===== src/uncorePkg.sv =====
package uncorePkg;

  //////////////////////////////
  // bus field types
  //////////////////////////////

  typedef logic [31:0] addrT;
  typedef logic [31:0] dataT;
  // hsize encoding, 0 byte, 1 half, 2 word
  typedef logic [2:0]  sizeT;
  // bit 1 set marks nonseq or seq
  typedef logic [1:0]  transT;

  // address phase as driven by the manager
  typedef struct packed {
    addrT  hAddr;
    logic  hWrite;
    sizeT  hSize;
    transT hTrans;
  } ahbReqT;

  // data phase reply of one subordinate
  typedef struct packed {
    dataT hRData;
    logic hReady;
    logic hResp;
  } ahbRespT;

  //////////////////////////////
  // address map
  //////////////////////////////

  localparam addrT ramBase  = 32'h8000_0000;
  localparam addrT ramRange = 32'h0000_1000;
  localparam int   ramWords = 1024;
  // word index width inside the ram
  localparam int   ramAddrW = $clog2(ramWords);

  localparam addrT timerBase  = 32'h0200_0000;
  localparam addrT timerRange = 32'h0001_0000;
  // clint style register offsets
  localparam logic [15:0] msipOff       = 16'h0000;
  localparam logic [15:0] mtimecmpLoOff = 16'h4000;
  localparam logic [15:0] mtimecmpHiOff = 16'h4004;
  localparam logic [15:0] mtimeLoOff    = 16'hBFF8;
  localparam logic [15:0] mtimeHiOff    = 16'hBFFC;

  // fabric error responder
  typedef enum logic {fabIdle, fabErr} fabStateT;

endpackage

===== src/ahbTimer.sv =====
`timescale 1ns/1ns

module ahbTimer import uncorePkg::*; (
  input  logic        HCLK,
  input  logic        arstN,
  input  ahbReqT      req,
  input  dataT        hWData,
  input  logic        hSel,
  input  logic        hReadyIn,
  output ahbRespT     resp,
  output logic [63:0] mtime,
  output logic        timerInt,
  output logic        swInt
);

  logic        accept;
  // first and second cycle of a data phase
  logic        firstD;
  logic        secondD;
  logic        writeD;
  logic [15:0] offD;
  logic        wrEn;
  logic [63:0] mtimecmp;
  logic        msip;
  dataT        rdMux;
  dataT        rdData;

  //////////////////////////////
  // bus handshake
  //////////////////////////////

  assign accept = hSel & hReadyIn & req.hTrans[1];

  // one wait state on every transfer
  // hReady low in firstD, high in secondD
  always_ff @(posedge HCLK or negedge arstN) begin
    if (!arstN) begin
      firstD  <= 1'b0;
      secondD <= 1'b0;
      writeD  <= 1'b0;
    end else begin
      firstD  <= accept;
      secondD <= firstD;
      if (accept) begin
        writeD <= req.hWrite;
      end
    end
  end

  // register offset inside the 64 KiB window
  always_ff @(posedge HCLK) begin
    if (accept) begin
      offD <= req.hAddr[15:0];
    end
  end

  // writes commit on the edge that ends the data phase
  assign wrEn = secondD & writeD;

  //////////////////////////////
  // timer registers
  //////////////////////////////

  // mtime counts hclk cycles, a write replaces one half
  always_ff @(posedge HCLK or negedge arstN) begin
    if (!arstN) begin
      mtime <= '0;
    end else if (wrEn && offD == mtimeLoOff) begin
      mtime <= {mtime[63:32], hWData};
    end else if (wrEn && offD == mtimeHiOff) begin
      mtime <= {hWData, mtime[31:0]};
    end else begin
      mtime <= mtime + 64'd1;
    end
  end

  // compare starts at all ones so no interrupt out of reset
  always_ff @(posedge HCLK or negedge arstN) begin
    if (!arstN) begin
      mtimecmp <= '1;
      msip     <= 1'b0;
    end else if (wrEn) begin
      case (offD)
        mtimecmpLoOff: mtimecmp[31:0]  <= hWData;
        mtimecmpHiOff: mtimecmp[63:32] <= hWData;
        msipOff:       msip            <= hWData[0];
        default:       ;
      endcase
    end
  end

  assign timerInt = (mtime >= mtimecmp);
  assign swInt    = msip;

  //////////////////////////////
  // read path
  //////////////////////////////

  // unlisted offsets read as zero
  always_comb begin
    case (offD)
      msipOff:       rdMux = {31'b0, msip};
      mtimecmpLoOff: rdMux = mtimecmp[31:0];
      mtimecmpHiOff: rdMux = mtimecmp[63:32];
      mtimeLoOff:    rdMux = mtime[31:0];
      mtimeHiOff:    rdMux = mtime[63:32];
      default:       rdMux = '0;
    endcase
  end

  // sampled at the end of the wait state, presented in the second cycle
  always_ff @(posedge HCLK) begin
    if (firstD) begin
      rdData <= rdMux;
    end
  end

  assign resp.hRData = rdData;
  assign resp.hReady = ~firstD;
  assign resp.hResp  = 1'b0;

endmodule


===== config.mk =====
export PLATFORM = sky130hd
export DESIGN_NAME = ahbTimer
export DESIGN_NICKNAME = d
export VERILOG_FILES = /design/src/uncorePkg.sv /design/src/ahbTimer.sv
export SDC_FILE = /design/constraint.sdc
export NUM_CORES = 1
export LEC_CHECK = 0
export BUFFER_PORTS_ARGS = -buffer_cell sky130_fd_sc_hd__buf_2
export CELL_PAD_IN_SITES_DETAIL_PLACEMENT = 0
export CELL_PAD_IN_SITES_GLOBAL_PLACEMENT = 1
export CORE_MARGIN = 2
export CORE_UTILIZATION = 40
export CTS_CLUSTER_SIZE = 24
export DETAILED_ROUTE_END_ITERATION = 6
export PLACE_DENSITY = 0.75
export SYNTH_ARGS = -nofsm -noshare
export SYNTH_HDL_FRONTEND = slang
export SYNTH_SLANG_ARGS = --single-unit

===== constraint.sdc =====
create_clock -name HCLK -period 2.1 [get_ports HCLK]
set_input_delay 0.315 -clock HCLK [delete_from_list [all_inputs] [get_ports HCLK]]
set_output_delay 0.315 -clock HCLK [all_outputs]
set_load 0.05 [all_outputs]

==> results of run 1 <==
==> worst max-delay path, delay by kind of cell (launching register included) <==
family                     cells  cell delay [ns]
and+or+nand+nor                2             0.16
AOI/OAI and AO/OA              4             1.00
buffers and inverters          3             0.38
DFF                            1             0.55
adders and majority gates      1             0.20
==> state kept, by name, summed over array words and instances (netlist names) <==
signal	count
writeD	1
mtimecmp	64
firstD	1
offD	16
swInt	1
rdData	32
secondD	1
mtime	64
==> per-stage QoR <==
stage | power, W | instances | worst slack (ns)
6_report | 0.00973 | 1824 | -0.960
3_3_place_gp | 0.00603 | 1743 | -0.716
3_5_place_dp | 0.00606 | 1743 | -0.700
4_1_cts | 0.00957 | 1805 | -0.964
5_1_grt | 0.0101 | 1824 | -1.02
2_1_floorplan | 0.00518 | 1058 | -0.262
==> layer usage <==
metal  up-vias  GRT usage  part of all wire  wire, microns
met5         -          0                 0              0
met1      5374      0.395              0.42          18100
li1       4803          -                 -              -
met2       494      0.483              0.49          20700
met3        85     0.0399             0.061           2580
met4         0      0.101             0.028           1210
==> how the worst max path moves through the flow <==
stage / end / slack, ns / cells after the start
after floorplan: timerInt / -0.26 / 7
after global placement: timerInt / -0.72 / 10
after detailed placement: timerInt / -0.70 / 10
after CTS: timerInt / -0.96 / 9
after global routing: timerInt / -1.02 / 10
final: timerInt / -0.96 / 10
==> cell usage after synthesis, types with 3 or more instances <==
cell type,n
xnor2_1,5
nand2b_1,3
buf_1,7
inv_1,84
nor3_1,25
o21a_1,5
clkbuf_1,44
nand4_1,33
nand3_1,35
mux2i_1,39
nor4_1,16
a311oi_1,11
dfstp_2,64
o31ai_1,10
a221o_1,34
or3_1,4
and3_1,18
nand2_1,51
o21ai_0,30
ha_1,65
or4_1,4
a211oi_1,21
o22ai_1,11
edfxtp_1,48
a21o_1,18
and4_1,11
o32ai_1,6
o22a_1,3
a211o_1,3
a31oi_1,6
mux2_2,65
buf_2,4
nor2_1,97
and2_1,12
dfrtp_1,68
a21oi_1,65
==> layout make-up <==
cell class	instances	area share
clock inverter	15	0.0112
sequential	180	0.293
inverter	84	0.0189
tap	335	0.0251
clock buffer	17	0.0255
timing repair buffer	456	0.225
multi-input combinational	737	0.401
==> what timing repair did <==
action,CTS,global route
gates cloned,8,5
setup endpoints to repair,138,155
hold buffers,1,0
pin swaps,73,88
hold endpoints to repair,13,0
resized for setup,131,181
buffers inserted,24,24
==> cells by family after synthesis <==
family	share of synthesized area
AO/OA/AOI/OAI	0.157
XOR/XNOR	0.00410
adder cells (fa/ha/maj)	0.0762
buffers and inverters	0.0505
flip-flops	0.452
multiplexers	0.105
other	0.000351
AND/OR/NAND/NOR	0.155
==> power by group <==
group | leakage (nW) | internal [W] | switching (W) | total [W]
sequential | 1.85 | 0.00382 | 0.000128 | 0.00395
combinational | 5.14 | 0.000882 | 0.00147 | 0.00235
clock | 0.297 | 0.00172 | 0.00170 | 0.00342
==> results.json, run 1 <==
{
  "hold_slack_ns": 0.0349,
  "wl_per_cell_microns": 23.4,
  "seq_area_sq_um": 4900,
  "mostFrequentLayoutCells": "buf_4, buf_2, inv_1",
  "max_freq_mhz": 327,
  "synth_nets": 1197,
  "irDropWorstVdd_v": 0.000489,
  "grt_max_degree": 37,
  "gp_congestion": 0.923,
  "crit_path_top_delay_cell": "dfstp_2",
  "failed_checks": "DRC, setup timing",
  "p_leak_nw": 7.29,
  "worstReg2RegEnd": "mtimecmp[44]",
  "worst-endpoint-required_ns": 1.78,
  "clock_path_buffers": 2,
  "synth_warnings": 0,
  "path_cells": "inv_2 -> ha_4 -> a21o_1 -> nand3_2 -> a21oi_2 -> o41ai_2 -> buf_4 -> nand4_1 -> a221o_2 -> buf_8",
  "r2r_start": "offD[11]",
  "synth_top_area_share": 0.159,
  "insertion_delay_ns": 0.45,
  "rsz0062_at_grt": "true",
  "multiInputGateArea_sq_um": 6700,
  "drtPass1Iterations": 7,
  "cts_buffers": 17,
  "path_clk_slew_ns": 0.08,
  "drt-total-wl_mm": 42.6,
  "area_growth_pct": 56.4,
  "antenna_cells": 0,
  "end_kind": "output pin",
  "layout_min_cycle_time_ns": 3.06,
  "yosysSeqAreaShare": 0.452,
  "ant_nets": 0,
  "grt_use_total": 0.292,
  "finalSetupViolations": 154,
  "synth_cell_types": 62,
  "io_buffers": 152,
  "r2r_slack_ns": -0.29,
  "cts_tree": "done",
  "fp.dieH_microns": 167,
  "hold_end": "offD[0]",
  "hold_path.startpoint": "req[6]",
  "start_kind": "register",
  "antenna_found_initial": 0,
  "finalClockSkew_ns": 0.0163,
  "dieArea_sq_um": 28000,
  "synth_cells": 1058,
  "cap_violations": 0,
  "grt_pass1_wl_mm": 62.8,
  "worst-slew-pin-transition_ns": 0.612,
  "clkSinkCount": 180,
  "nets": 1615,
  "ctsHtreeMaxLevel": 4,
  "crit_path_max_fanout": 2,
  "initial_core_util": 0.409,
  "finalCritPeriodShare": 1.46,
  "synth_enable_flop_cells": 48,
  "synth-seq-cells": 180,
  "layout.cells.most_common": "buf_4",
  "io_pins": 174,
  "synth_area_leaders": "dfrtp_1, dfstp_2, edfxtp_1, ha_1, mux2_2",
  "dp_hpwl_mm": 27.5,
  "clock-root-buffer": "clkbuf_16",
  "reg2reg_depth": 9,
  "gr-total-overflow": 0,
  "min_path_cells": 1,
  "finalSetupTns_ns": -24.96,
  "slew_headroom": 0.592,
  "setup.worst_path.class": "reg -> out",
  "worst_slack_ns": -0.960,
  "vias": 10800,
  "p_per_area_nw_per_um2": 583,
  "final_util": 0.639,
  "arrival_ns": 2.74,
  "via_per_inst": 5.90,
  "design_area_sq_um": 16700,
  "synthArstFlopShare": 0.733,
  "status": "finished, violations left",
  "netlist_area_sq_um": 10700,
  "drive_gt1_frac": 0.567,
  "slowest_delay_ns": 0.55,
  "setup.worst_path.start": "mtimecmp[9]",
  "hold_violations": 0,
  "dpl_cell_area_sq_um": 14100,
  "final_max_slew_viol_count": 0,
  "synthFlopType": "dfrtp_1",
  "synth.avg_cell_area_sq_um": 10.1,
  "hold_class": "in -> reg",
  "synth_top_area_cell": "dfrtp_1",
  "coreArea_sq_um": 26100,
  "drt_iter0_markers": 910,
  "first_global_vias": 10800,
  "fillers": 2024,
  "drc": 12,
  "rows": 59,
  "die_w_microns": 167
}
Power figures use the tool's default switching activity.
==> run 2: changes to the inputs <==
Settings changed: PLACE_DENSITY 0.75 to 0.86.
==> run 2 against run 1 <==
The flow still finishes with violations (DRC, setup timing). Worst hold slack lost 0.018 ns. Setup slack worse by 0.079 ns. Via count rose by 8.2%. First-iteration DRC count up 58%. Largest power group unchanged. Sequential share of layout area shrank 0.59 points. Clock power is 3% lower. Register-to-register slack lost 0.02 ns. Maximum frequency fell by 2.5%. Design area grew 2.0%.
==> results.json, run 2 (synthesized netlist as in run 1, its figures left out) <==
{
  "r2r_slack_ns": -0.31,
  "finalSetupViolations": 156,
  "p_leak_nw": 7.44,
  "reg2reg_depth": 8,
  "fp.dieH_microns": 167,
  "irDropWorstVdd_v": 0.000730,
  "drive_gt1_frac": 0.575,
  "failed_checks": "DRC, setup timing",
  "p_switching_w": 0.00334,
  "finalCritPeriodShare": 1.49,
  "rows": 59,
  "wl_per_cell_microns": 25.3,
  "antenna_cells": 0,
  "place_inst": 1729,
  "drc": 6,
  "rsz0062_at_grt": "true",
  "crit_path_max_fanout": 2,
  "dpl_cell_area_sq_um": 14000,
  "end_kind": "output pin",
  "min_path_cells": 1,
  "mostFrequentLayoutCells": "buf_4, buf_2, nor2_1",
  "intPower_w": 0.00635,
  "antenna_found_initial": 1,
  "p_per_area_nw_per_um2": 569,
  "layout.cells.most_common": "buf_4",
  "path_clk_slew_ns": 0.09,
  "clock-root-buffer": "clkbuf_16",
  "insertion_delay_ns": 0.47,
  "clkSinkCount": 180,
  "max_freq_mhz": 319,
  "pwr-share-clk": 0.342,
  "dieArea_sq_um": 28000,
  "ctsHtreeMaxLevel": 4,
  "first_global_vias": 10900,
  "grt_max_degree": 66,
  "ant_nets": 0,
  "gr-total-overflow": 0,
  "finalSetupTns_ns": -27.26,
  "setup.worst_path.class": "reg -> out",
  "r2r_start": "offD[11]",
  "drt-total-wl_mm": 46.5,
  "finalClockSkew_ns": 0.0150,
  "cap_violations": 0,
  "area_growth_pct": 59.6,
  "cts_tree": "done",
  "dp_slack_ns": -0.640,
  "die_w_microns": 167,
  "power_frac_seq": 0.409,
  "final_max_slew_viol_count": 0,
  "drtPass1Iterations": 7,
  "io_pins": 174,
  "nets": 1631,
  "worst-slew-pin-transition_ns": 0.563,
  "sw_frac_of_total": 0.345,
  "status": "finished, violations left",
  "cts_buffers": 17,
  "grt_pass1_wl_mm": 62.5,
  "hold_class": "in -> reg",
  "dp_hpwl_mm": 26.9,
  "start_kind": "register",
  "pwr-share-comb": 0.249,
  "fillers": 1872,
  "hold_path.startpoint": "req[14]",
  "io_buffers": 152,
  "worst-endpoint-required_ns": 1.78,
  "clock_path_buffers": 2,
  "worstReg2RegEnd": "mtimecmp[56]",
  "drt_iter0_markers": 1440,
  "via_per_inst": 6.32,
  "coreArea_sq_um": 26100,
  "design_area_sq_um": 17000,
  "largestRegisters": "mtime: 64 flops, mtimecmp: 64 flops, rdData: 32 flops",
  "hold_end": "offD[8]",
  "grt_use_total": 0.289,
  "slew_headroom": 0.621,
  "worst_slack_ns": -1.04,
  "final-instance-count-excl-fill": 1840,
  "report.power.total_w": 0.00969,
  "arrival_ns": 2.82,
  "vias": 11600,
  "layout_min_cycle_time_ns": 3.14,
  "gp_congestion": 0.934,
  "initial_core_util": 0.409,
  "hold_violations": 0
}
[run 2: changes by cell type in the layout (fill, tap and decap cells not counted), moves of 5 or more]
cell       previous run  this run
a21oi_1              41        29
nand3_2               3         8
nor2_1               81        86
buf_6                42        48
a21oi_2              22        28
a211oi_2              7        14
clkbuf_16            20        30
a211oi_1             12         5
a21oi_4               2         8
[run 2: per-layer routing]
layer / routed length (microns) / vias up / track usage
met2: 21300 / 833 / 0.484
li1: - / 4853 / -
met3: 4490 / 247 / 0.0423
met5: 11 / - / 0
met1: 17800 / 5699 / 0.376
met4: 2900 / 2 / 0.121
[run 2: per-stage QoR]
stage	util	hold WS, ns
3_3_place_gp	0.534	0.165
4_1_cts	0.596	0.0182
6_report	0.652	0.0167
2_1_floorplan	-	0.0194
3_5_place_dp	0.534	0.162
5_1_grt	0.652	0.00609
[run 2: timing repair]
item	CTS	global route
setup buffers	32	37
endpoints found under the hold margin	23	0
hold buffers	1	0
endpoints found under the setup margin	130	160
cloned	10	15
gates resized for setup	124	222
pin swaps	46	128
[run 2: area by class of cell]
type                    instances  area, sq um  share of cell area
clock buffers                  17          425              0.0250
clock inverters                15          155             0.00911
inverters                      84          315              0.0185
multi-input cells             737         6740               0.396
flip-flops and latches        180         4900               0.287
well taps                     335          419              0.0246
repair buffers                472         4080               0.239
[run 2: worst max path at each step]
stage / startpoint / endpoint / slack [ns] / depth (start not counted)
6_report: mtimecmp[29] / timerInt / -1.04 / 9
4_1_cts: mtimecmp[29] / timerInt / -0.95 / 9
3_3_place_gp: mtimecmp[33] / timerInt / -0.65 / 10
2_1_floorplan: mtime[33] / timerInt / -0.26 / 7
5_1_grt: mtimecmp[26] / timerInt / -1.15 / 9
3_5_place_dp: mtimecmp[33] / timerInt / -0.64 / 10
[run 2: critical path, cell delays in order, from the launching register on]
cell	delay [ns]
dfstp_2	0.55
inv_2	0.05
ha_4	0.21
a21o_1	0.16
a21o_1	0.16
a221oi_2	0.36
buf_4	0.19
nand4_1	0.09
a221o_2	0.43
buf_8	0.17
[run 2: power groups by stage]
stage | registers, W | clock network, W | logic [W]
3_5_place_dp | 0.00399 | 0 | 0.00207
3_3_place_gp | 0.00399 | 0 | 0.00203
5_1_grt | 0.00398 | 0.00346 | 0.00256
6_report | 0.00396 | 0.00331 | 0.00242
4_1_cts | 0.00394 | 0.00332 | 0.00217
2_1_floorplan | 0.00457 | 0 | 0.000614
