**src/uncorePkg.sv**
```systemverilog
package uncorePkg;

  //////////////////////////////
  // bus field types
  //////////////////////////////

  typedef logic [31:0] addrT;
  typedef logic [31:0] dataT;
  // hsize encoding, 0 byte, 1 half, 2 word
  typedef logic [2:0]  sizeT;
  // bit 1 set marks nonseq or seq
  typedef logic [1:0]  transT;

  // address phase as driven by the manager
  typedef struct packed {
    addrT  hAddr;
    logic  hWrite;
    sizeT  hSize;
    transT hTrans;
  } ahbReqT;

  // data phase reply of one subordinate
  typedef struct packed {
    dataT hRData;
    logic hReady;
    logic hResp;
  } ahbRespT;

  //////////////////////////////
  // address map
  //////////////////////////////

  localparam addrT ramBase  = 32'h8000_0000;
  localparam addrT ramRange = 32'h0000_1000;
  localparam int   ramWords = 1024;
  // word index width inside the ram
  localparam int   ramAddrW = $clog2(ramWords);

  localparam addrT timerBase  = 32'h0200_0000;
  localparam addrT timerRange = 32'h0001_0000;
  // clint style register offsets
  localparam logic [15:0] msipOff       = 16'h0000;
  localparam logic [15:0] mtimecmpLoOff = 16'h4000;
  localparam logic [15:0] mtimecmpHiOff = 16'h4004;
  localparam logic [15:0] mtimeLoOff    = 16'hBFF8;
  localparam logic [15:0] mtimeHiOff    = 16'hBFFC;

  // fabric error responder
  typedef enum logic {fabIdle, fabErr} fabStateT;

endpackage
```
**src/busFabric.sv**
```systemverilog
`timescale 1ns/1ns

module busFabric import uncorePkg::*; (
  input  logic    HCLK,
  input  logic    arstN,
  input  ahbReqT  req,
  input  ahbRespT ramResp,
  input  ahbRespT timerResp,
  output logic    hSelRam,
  output logic    hSelTimer,
  output dataT    hRData,
  output logic    hReady,
  output logic    hResp
);

  logic     active;
  logic     unmapped;
  // owner of the current data phase
  logic     ownRamD;
  logic     ownTimerD;
  logic     ownNoneD;
  fabStateT state;
  fabStateT stateNext;

  //////////////////////////////
  // address decode
  //////////////////////////////

  // plain range compare on the address phase
  assign hSelRam   = (req.hAddr >= ramBase) && (req.hAddr < ramBase + ramRange);
  assign hSelTimer = (req.hAddr >= timerBase) && (req.hAddr < timerBase + timerRange);

  assign active   = req.hTrans[1];
  assign unmapped = active & ~hSelRam & ~hSelTimer;

  //////////////////////////////
  // data phase select
  //////////////////////////////

  // moves only when the bus accepts a new address phase
  // an idle phase leaves no owner at all
  always_ff @(posedge HCLK or negedge arstN) begin
    if (!arstN) begin
      ownRamD   <= 1'b0;
      ownTimerD <= 1'b0;
      ownNoneD  <= 1'b0;
    end else if (hReady) begin
      ownRamD   <= active & hSelRam;
      ownTimerD <= active & hSelTimer;
      ownNoneD  <= unmapped;
    end
  end

  //////////////////////////////
  // error responder
  //////////////////////////////

  // fabIdle with ownNoneD is the first error cycle, fabErr the second
  always_comb begin
    stateNext = state;
    case (state)
      fabIdle: if (ownNoneD) stateNext = fabErr;
      fabErr:  stateNext = fabIdle;
      default: stateNext = fabIdle;
    endcase
  end

  always_ff @(posedge HCLK or negedge arstN) begin
    if (!arstN) begin
      state <= fabIdle;
    end else begin
      state <= stateNext;
    end
  end

  //////////////////////////////
  // response mux
  //////////////////////////////

  always_comb begin
    if (ownRamD) begin
      hRData = ramResp.hRData;
      hReady = ramResp.hReady;
      hResp  = ramResp.hResp;
    end else if (ownTimerD) begin
      hRData = timerResp.hRData;
      hReady = timerResp.hReady;
      hResp  = timerResp.hResp;
    end else if (ownNoneD) begin
      // two cycle ERROR, stall first then complete
      hRData = '0;
      hReady = (state == fabErr);
      hResp  = 1'b1;
    end else begin
      // idle data phase, okay with no wait
      hRData = '0;
      hReady = 1'b1;
      hResp  = 1'b0;
    end
  end

endmodule

```
**config.mk**
```make
export PLATFORM = sky130hd
export DESIGN_NAME = busFabric
export DESIGN_NICKNAME = d
export VERILOG_FILES = /design/src/uncorePkg.sv /design/src/busFabric.sv
export SDC_FILE = /design/constraint.sdc
export NUM_CORES = 1
export LEC_CHECK = 0
export ABC_AREA = 0
export BUFFER_PORTS_ARGS = -buffer_cell sky130_fd_sc_hd__buf_2
export CORE_AREA = 2 2 56 58
export CTS_CLUSTER_DIAMETER = 120
export CTS_CLUSTER_SIZE = 10
export DETAILED_ROUTE_END_ITERATION = 10
export DIE_AREA = 0 0 58 60
export PLACE_DENSITY = 0.79
export SLEW_MARGIN = 10
export SYNTH_ARGS = -nofsm -noshare
export SYNTH_HDL_FRONTEND = slang
export SYNTH_SLANG_ARGS = --single-unit
```
**constraint.sdc**
```tcl
create_clock -name HCLK -period 3.5 [get_ports HCLK]
set_input_delay 0.175 -clock HCLK [delete_from_list [all_inputs] [get_ports HCLK]]
set_output_delay 0.175 -clock HCLK [all_outputs]
set_load 0.02 [all_outputs]
```
==> results.sh, run 1 <==
export IMPL_tns_ns=0
export IMPL_track_usage_pct=12.8
export IMPL_routedWlPerCell_um=11.3
export IMPL_cts_sinks=4
export IMPL_io_buffers=126
export IMPL_gp_congestion=0.759
export IMPL_ant_nets=0
export IMPL_power_density_nw_per_um2=193
export IMPL_end_kind="primary output"
export IMPL_cp_required_ns=3.32
export IMPL_wl_mm=2.62
export IMPL_fmax_ghz=0.506
export IMPL_initial_core_util_pct=21.4
export IMPL_ctsLongestPathBuffers=2
export IMPL_clkSlewWorstSetupHoldPaths_ns=0.04
export IMPL_core_area_um2=2900
export IMPL_ys_warn_count=0
export IMPL_viasPerCell=4.69
export IMPL_netlist_area_um2=621
export IMPL_rsz0062_at_grt="no"
export IMPL_worstSetupPathType="register to primary output"
export IMPL_ir_drop_v=0.000245
export IMPL_whs_ns=0.153
export IMPL_ys_types=24
export IMPL_hold_path_class="input pin to register"
export IMPL_io_pins=144
export IMPL_dp_slack_ns=1.75
export IMPL_vias=1083
export IMPL_setup_violations=0
export IMPL_period_minus_slack_ns=1.98
export IMPL_drive_above_1_share_pct=69.7
export IMPL_first_pass_iters=5
export IMPL_die_w_um=58
export IMPL_grt_max_degree=39
export IMPL_cp_max_fo=21
export IMPL_start_kind="register"
export IMPL_reg2reg_setup_slack_ns=2.09
export IMPL_cts_tree="built"
export IMPL_leakage_nw=0.789
export IMPL_cap_viol_max_count=0
export IMPL_slowest_stage="dfrtp_1"
export IMPL_drtIter0Drc=33
export IMPL_n_antenna_cell=0
export IMPL_setup_ws_ns=1.52
export IMPL_yosysSeqAreaShare_pct=16.1
export IMPL_fillers=297
export IMPL_drc=0
export IMPL_die_h_um=60
export IMPL_design_area_um2=1300
export IMPL_fin_crit_sh_pct=56.5
export IMPL_insertion_delay_ns=0.23
export IMPL_p_total_mw=0.251
export IMPL_grt_overflow=0
export IMPL_slowest_delay_ns=0.46
export IMPL_clock_skew_ns=0.00538
export IMPL_core_rowCount=20
export IMPL_ys_ff_latch=4
export IMPL_cts_repair_resize_count=0
export IMPL_hold_viol=0
export IMPL_postSynthCellCount=73
export IMPL_worst_slew_pin_slew_ns=0.450
export IMPL_syn_to_final_growth_pct=110
export IMPL_critPathArrivalTime_ns=1.80
export IMPL_status="finished, final reports clean"
export IMPL_dpl_instance_area_um2=1270
export IMPL_crit_chain="nor2b_2 > buf_4 > a22o_1 > buf_2"
export IMPL_dieArea_um2=3480
export IMPL_htree_num_levels=1
export IMPL_syn_nets=181
export IMPL_slew_viol_final=0
export IMPL_relSlewSlack_pct=69.9
export IMPL_grt_pass1_vias=911
export IMPL_syn_avg_cell_area_um2=8.50
export IMPL_clockRootBuffer="clkbuf_4"
export IMPL_hpwl_mm=2.23
export IMPL_fin_nets=308
export IMPL_numCtsBuffers=3
export IMPL_grt_pass1_wl_mm=3.49
export IMPL_antenna_found_initial=0
## state kept, by name (all words and copies together), names as in the netlist
register / cells
state: 1
ownNoneD: 1
ownTimerD: 1
ownRamD: 1
## kinds of logic (layout without fill, tap and decap cells)
kind of cell    count (synthesis)  after routing  share of synthesized area, %
compound gates                 38             38                          55.2
simple gates                   21             21                          19.2
buf+inv                         9            134                          7.86
flops                           4              4                          16.1
mux                             1              1                          1.61
## cells in the mapped netlist
cell type,instances,area (um2)
mux2i_1,1,10.0
o22ai_1,1,6.26
and2b_4,1,10.0
nand3_1,1,5.00
nor3b_2,1,12.5
dfrtp_1,4,100
clkbuf_1,2,7.51
nand4_1,1,6.26
nand2_1,5,18.8
nor2_1,4,15.0
o31ai_4,1,21.3
a21oi_1,1,5.00
a22o_1,31,272
nor2b_1,1,6.26
o21ai_0,2,10.0
nand3b_1,1,7.51
o32ai_2,1,16.3
clkbuf_8,1,13.8
nor4_1,4,25.0
buf_2,4,20.0
nand2b_1,1,6.26
nand2_2,1,6.26
inv_1,2,7.51
o31ai_2,1,12.5
## timing repair
item | in CTS | in global routing
buffers inserted | 0 | 0
hold endpoints to repair | 4 | 0
hold buffers | 1 | 0
endpoints found under the setup margin | 0 | 0
## layer usage
| metal | routed length (um) | vias up | GRT usage (%) | part of all wire, % |
|---|---|---|---|---|
| met1 | 957 | 461 | 12.9 | 37 |
| met5 | 0 | - | 0 | 0 |
| met3 | 269 | 2 | 1.73 | 10 |
| li1 | - | 548 | - | - |
| met2 | 1380 | 72 | 26.1 | 53 |
| met4 | 13 | 0 | 4.98 | 0.50 |
## path summary, 6_finish.rpt
check,from,end,depth (start not counted)
min,ramResp[1],ownRamD,2
max in group asynchronous,arstN,ownNoneD,2
max reg2reg,ownRamD,ownRamD,5
min in group asynchronous,arstN,ownRamD,2
max,ownTimerD,hRData[26],4
min reg2reg,state,state,1
## area by class of cell
class                   instances  area, um2  share of cell area [%]
clock buffers                   3       22.5                    1.73
inverters                       2       7.51                   0.577
multi-input cells              60        474                    36.4
flip-flops and latches          4        100                    7.69
well taps                      33       41.3                    3.17
repair buffers                129        656                    50.4
## layout by cell type (no fill, tap or decap), drive strengths merged
cell type / Yosys / layout
a21oi: 1 / 1
a22o: 31 / 31
and2b: 1 / 1
buf: 4 / 128
clkbuf: 3 / 3
dfrtp: 4 / 4
dlygate4sd3: 0 / 1
inv: 2 / 2
mux2i: 1 / 1
nand2: 6 / 6
nand2b: 1 / 1
nand3: 1 / 1
nand3b: 1 / 1
nand4: 1 / 1
nor2: 4 / 4
nor2b: 1 / 1
nor3b: 1 / 1
nor4: 4 / 4
o21ai: 2 / 2
o22ai: 1 / 1
o31ai: 2 / 2
o32ai: 1 / 1
## per-stage QoR
| step | util, % | instances |
|---|---|---|
| after floorplan | - | 73 |
| after global placement | 43.7 | 227 |
| after detailed placement | 43.7 | 227 |
| after CTS | 44.8 | 231 |
| after global routing | 44.8 | 231 |
| final | 44.8 | 231 |
## power by group
part | leakage (nW) | internal (mW) | switching, mW
clock network | 0.0138 | 0.0383 | 0.0186
registers | 0.0526 | 0.0576 | 0.00759
logic | 0.722 | 0.0679 | 0.0608
## worst max-delay path, delay by kind of cell (launching register included)
kind,cells,cell delay (ns)
simple gates,1,0.46
flops,1,0.46
compound gates,1,0.16
buf+inv,2,0.48
No activity file was read; power rests on OpenSTA's default activity.
==> inputs of run 2 (changes only) <==
--- a/config.mk
+++ b/config.mk
@@ -5,14 +5,14 @@
 export SDC_FILE = /design/constraint.sdc
 export NUM_CORES = 1
 export LEC_CHECK = 0
-export ABC_AREA = 0
+export ABC_AREA = 1
 export BUFFER_PORTS_ARGS = -buffer_cell sky130_fd_sc_hd__buf_2
-export CORE_AREA = 2 2 56 58
+export CORE_MARGIN = 2
+export CORE_UTILIZATION = 24
 export CTS_CLUSTER_DIAMETER = 120
 export CTS_CLUSTER_SIZE = 10
 export DETAILED_ROUTE_END_ITERATION = 10
-export DIE_AREA = 0 0 58 60
-export PLACE_DENSITY = 0.79
+export PLACE_DENSITY = 0.78
 export SLEW_MARGIN = 10
 export SYNTH_ARGS = -nofsm -noshare
 export SYNTH_HDL_FRONTEND = slang
==> constraint.sdc (replaced) <==
create_clock -name HCLK -period 1.8 [get_ports HCLK]
set_input_delay 0.09 -clock HCLK [delete_from_list [all_inputs] [get_ports HCLK]]
set_output_delay 0.09 -clock HCLK [all_outputs]
set_load 0.02 [all_outputs]
==> results.sh, run 2 <==
export IMPL_status="finished, final reports clean"
export IMPL_yosys_top_cells_area="nand2_1 38%, nand3_1 23%, dfrtp_1 13%"
export IMPL_grt_busiest_layer="met2"
export IMPL_holdPathStages=4
export IMPL_gp_congestion=0.775
export IMPL_track_usage_pct=15.0
export IMPL_post_cts_buffers=0
export IMPL_antenna_found_initial=0
export IMPL_syn_to_final_growth_pct=86.9
export IMPL_yosysSeqAreaShare_pct=12.6
export IMPL_fmax_ghz=0.630
export IMPL_final_cell_mix="126 x buf_2, 81 x nand2_1, 37 x nand3_1"
export IMPL_insertion_delay_ns=0.23
export IMPL_die_w_um=61.5
export IMPL_numCtsBuffers=3
export IMPL_p_total_mw=0.471
export IMPL_hold_path_class="input pin to register"
export IMPL_initial_core_util_pct=25.6
export IMPL_hpwl_mm=2.53
export IMPL_ys_warn_count=0
export IMPL_grt_max_degree=36
export IMPL_seqCellArea_um2=100
export IMPL_synth_top_area_cell="nand2_1"
export IMPL_relSlewSlack_pct=67.8
export IMPL_synth_top_cells_by_count="81 x nand2_1, 37 x nand3_1, 15 x nor2_1, 8 x inv_1, 7 x buf_2"
export IMPL_critPathArrivalTime_ns=1.50
export IMPL_cp_max_fo=29
export IMPL_leakage_nw=1.04
export IMPL_n_antenna_cell=0
export IMPL_core_area_um2=3100
export IMPL_period_minus_slack_ns=1.59
export IMPL_cts_repair_resize_count=0
export IMPL_final_util_pct=47.9
export IMPL_die_h_um=61.5
export IMPL_cts_tree="built"
export IMPL_cp_required_ns=1.71
export IMPL_grt_use_met3_pct=1.05
export IMPL_ys_flop_type="dfrtp_1"
export IMPL_worstSetupPathType="register to primary output"
export IMPL_slew_viol_final=0
export IMPL_cts_sinks=4
export IMPL_dieArea_um2=3790
export IMPL_syn_nets=273
export IMPL_ff2ff_path_depth=7
export IMPL_ant_nets=0
export IMPL_syn_avg_cell_area_um2=4.82
export IMPL_grtUsageMet2_pct=28.6
export IMPL_dp_cells=328
export IMPL_cap_viol_max_count=0
export IMPL_worst_slew_pin_slew_ns=0.483
export IMPL_drive_above_1_share_pct=47.9
export IMPL_tns_ns=0
export IMPL_htree_num_levels=1
export IMPL_hold_viol=0
export IMPL_fin_crit_sh_pct=88.1
export IMPL_drc=0
export IMPL_ys_types=15
export IMPL_dpl_instance_area_um2=1450
export IMPL_fin_nets=398
export IMPL_vias=1439
export IMPL_viasPerCell=4.33
export IMPL_start_kind="register"
export IMPL_whs_ns=0.145
export IMPL_grt_overflow=0
export IMPL_final_common_cell="buf_2"
export IMPL_clkSlewWorstSetupHoldPaths_ns=0.04
export IMPL_core_rowCount=20
export IMPL_rsz0062_at_grt="no"
export IMPL_setup_ws_ns=0.214
export IMPL_setup_violations=0
export IMPL_wl_mm=3.14
export IMPL_routedWlPerCell_um=9.45
export IMPL_fin_cells=332
export IMPL_io_buffers=126
export IMPL_clock_skew_ns=0.00323
export IMPL_grtUsageMet1_pct=17.1
export IMPL_fillers=362
export IMPL_synth_top_area_share_pct=38.3
export IMPL_netlist_area_um2=795
export IMPL_synth_edff_count=0
export IMPL_postSynthCellCount=165
export IMPL_grt_pass1_vias=1140
export IMPL_grt_pass1_wl_mm=4.38
export IMPL_clockRootBuffer="clkbuf_4"
export IMPL_yosysMostFrequentCell="nand2_1"
export IMPL_design_area_um2=1490
export IMPL_async_flop_share_pct=100
export IMPL_ctsLongestPathBuffers=2
export IMPL_power_density_nw_per_um2=317
export IMPL_ir_drop_v=0.000358
export IMPL_dp_slack_ns=0.456
export IMPL_multiInputGateArea_um2=603
export IMPL_ys_ff_latch=4
export IMPL_io_pins=144
export IMPL_first_pass_iters=4
export IMPL_end_kind="primary output"
export IMPL_drtIter0Drc=41
## run 2: cell count changes after synthesis, sizes merged, moves of 2 or more
| cell | delta |
|---|---|
| nand2 | +75 |
| nand3 | +38 |
| a22o | -31 |
| nor2 | +13 |
| inv | +7 |
| buf | +5 |
| nor4 | -4 |
| o31ai | -2 |
## run 2: metal layers
| metal | wire length, um | vias to the layer above |
|---|---|---|
| met5 | 0 | - |
| met4 | 19 | 0 |
| met3 | 382 | 2 |
| met2 | 1530 | 89 |
| met1 | 1200 | 581 |
| li1 | - | 767 |
## run 2: timing repair
action,CTS,global route
setup endpoints to repair,0,0
hold endpoints to repair,4,0
hold buffers,1,0
## run 2: cell families (layout without fill, tap and decap cells)
family	after synthesis	after routing	synth area share, %
compound gates	1	1	0.629
simple gates	140	140	75.3
flops	4	4	12.6
buf+inv	20	143	11.5
## run 2: path summary, 6_finish.rpt
path	slack, ns	startpoint	end
worst max-delay path	0.21	ownRamD	hRData[15]
worst min-delay path	0.14	ramResp[1]	ownRamD
worst max register to register	0.50	ownRamD	ownRamD
worst min register to register	0.40	state	state
max in group asynchronous	1.49	arstN	ownTimerD
min in group asynchronous	0.19	arstN	ownRamD
## run 2: report_power, final
part | switching, mW | leakage (nW) | internal (mW) | total (mW)
clock network | 0.0330 | 0.0138 | 0.0743 | 0.107
registers | 0.00849 | 0.0526 | 0.112 | 0.120
logic | 0.128 | 0.969 | 0.116 | 0.243
## run 2: critical path, stage by stage (launching register included)
cell and delay, ns:
dfrtp_1 0.37, inv_2 0.37, buf_4 0.23, nand3_1 0.07
nand2_1 0.06, buf_2 0.16
## run 2: cell type report
cell class,count,area share (%)
inverter,9,2.27
multi-input combinational,141,40.6
clock buffer,3,1.52
timing repair buffer,131,45.2
sequential,4,6.74
tap,44,3.71
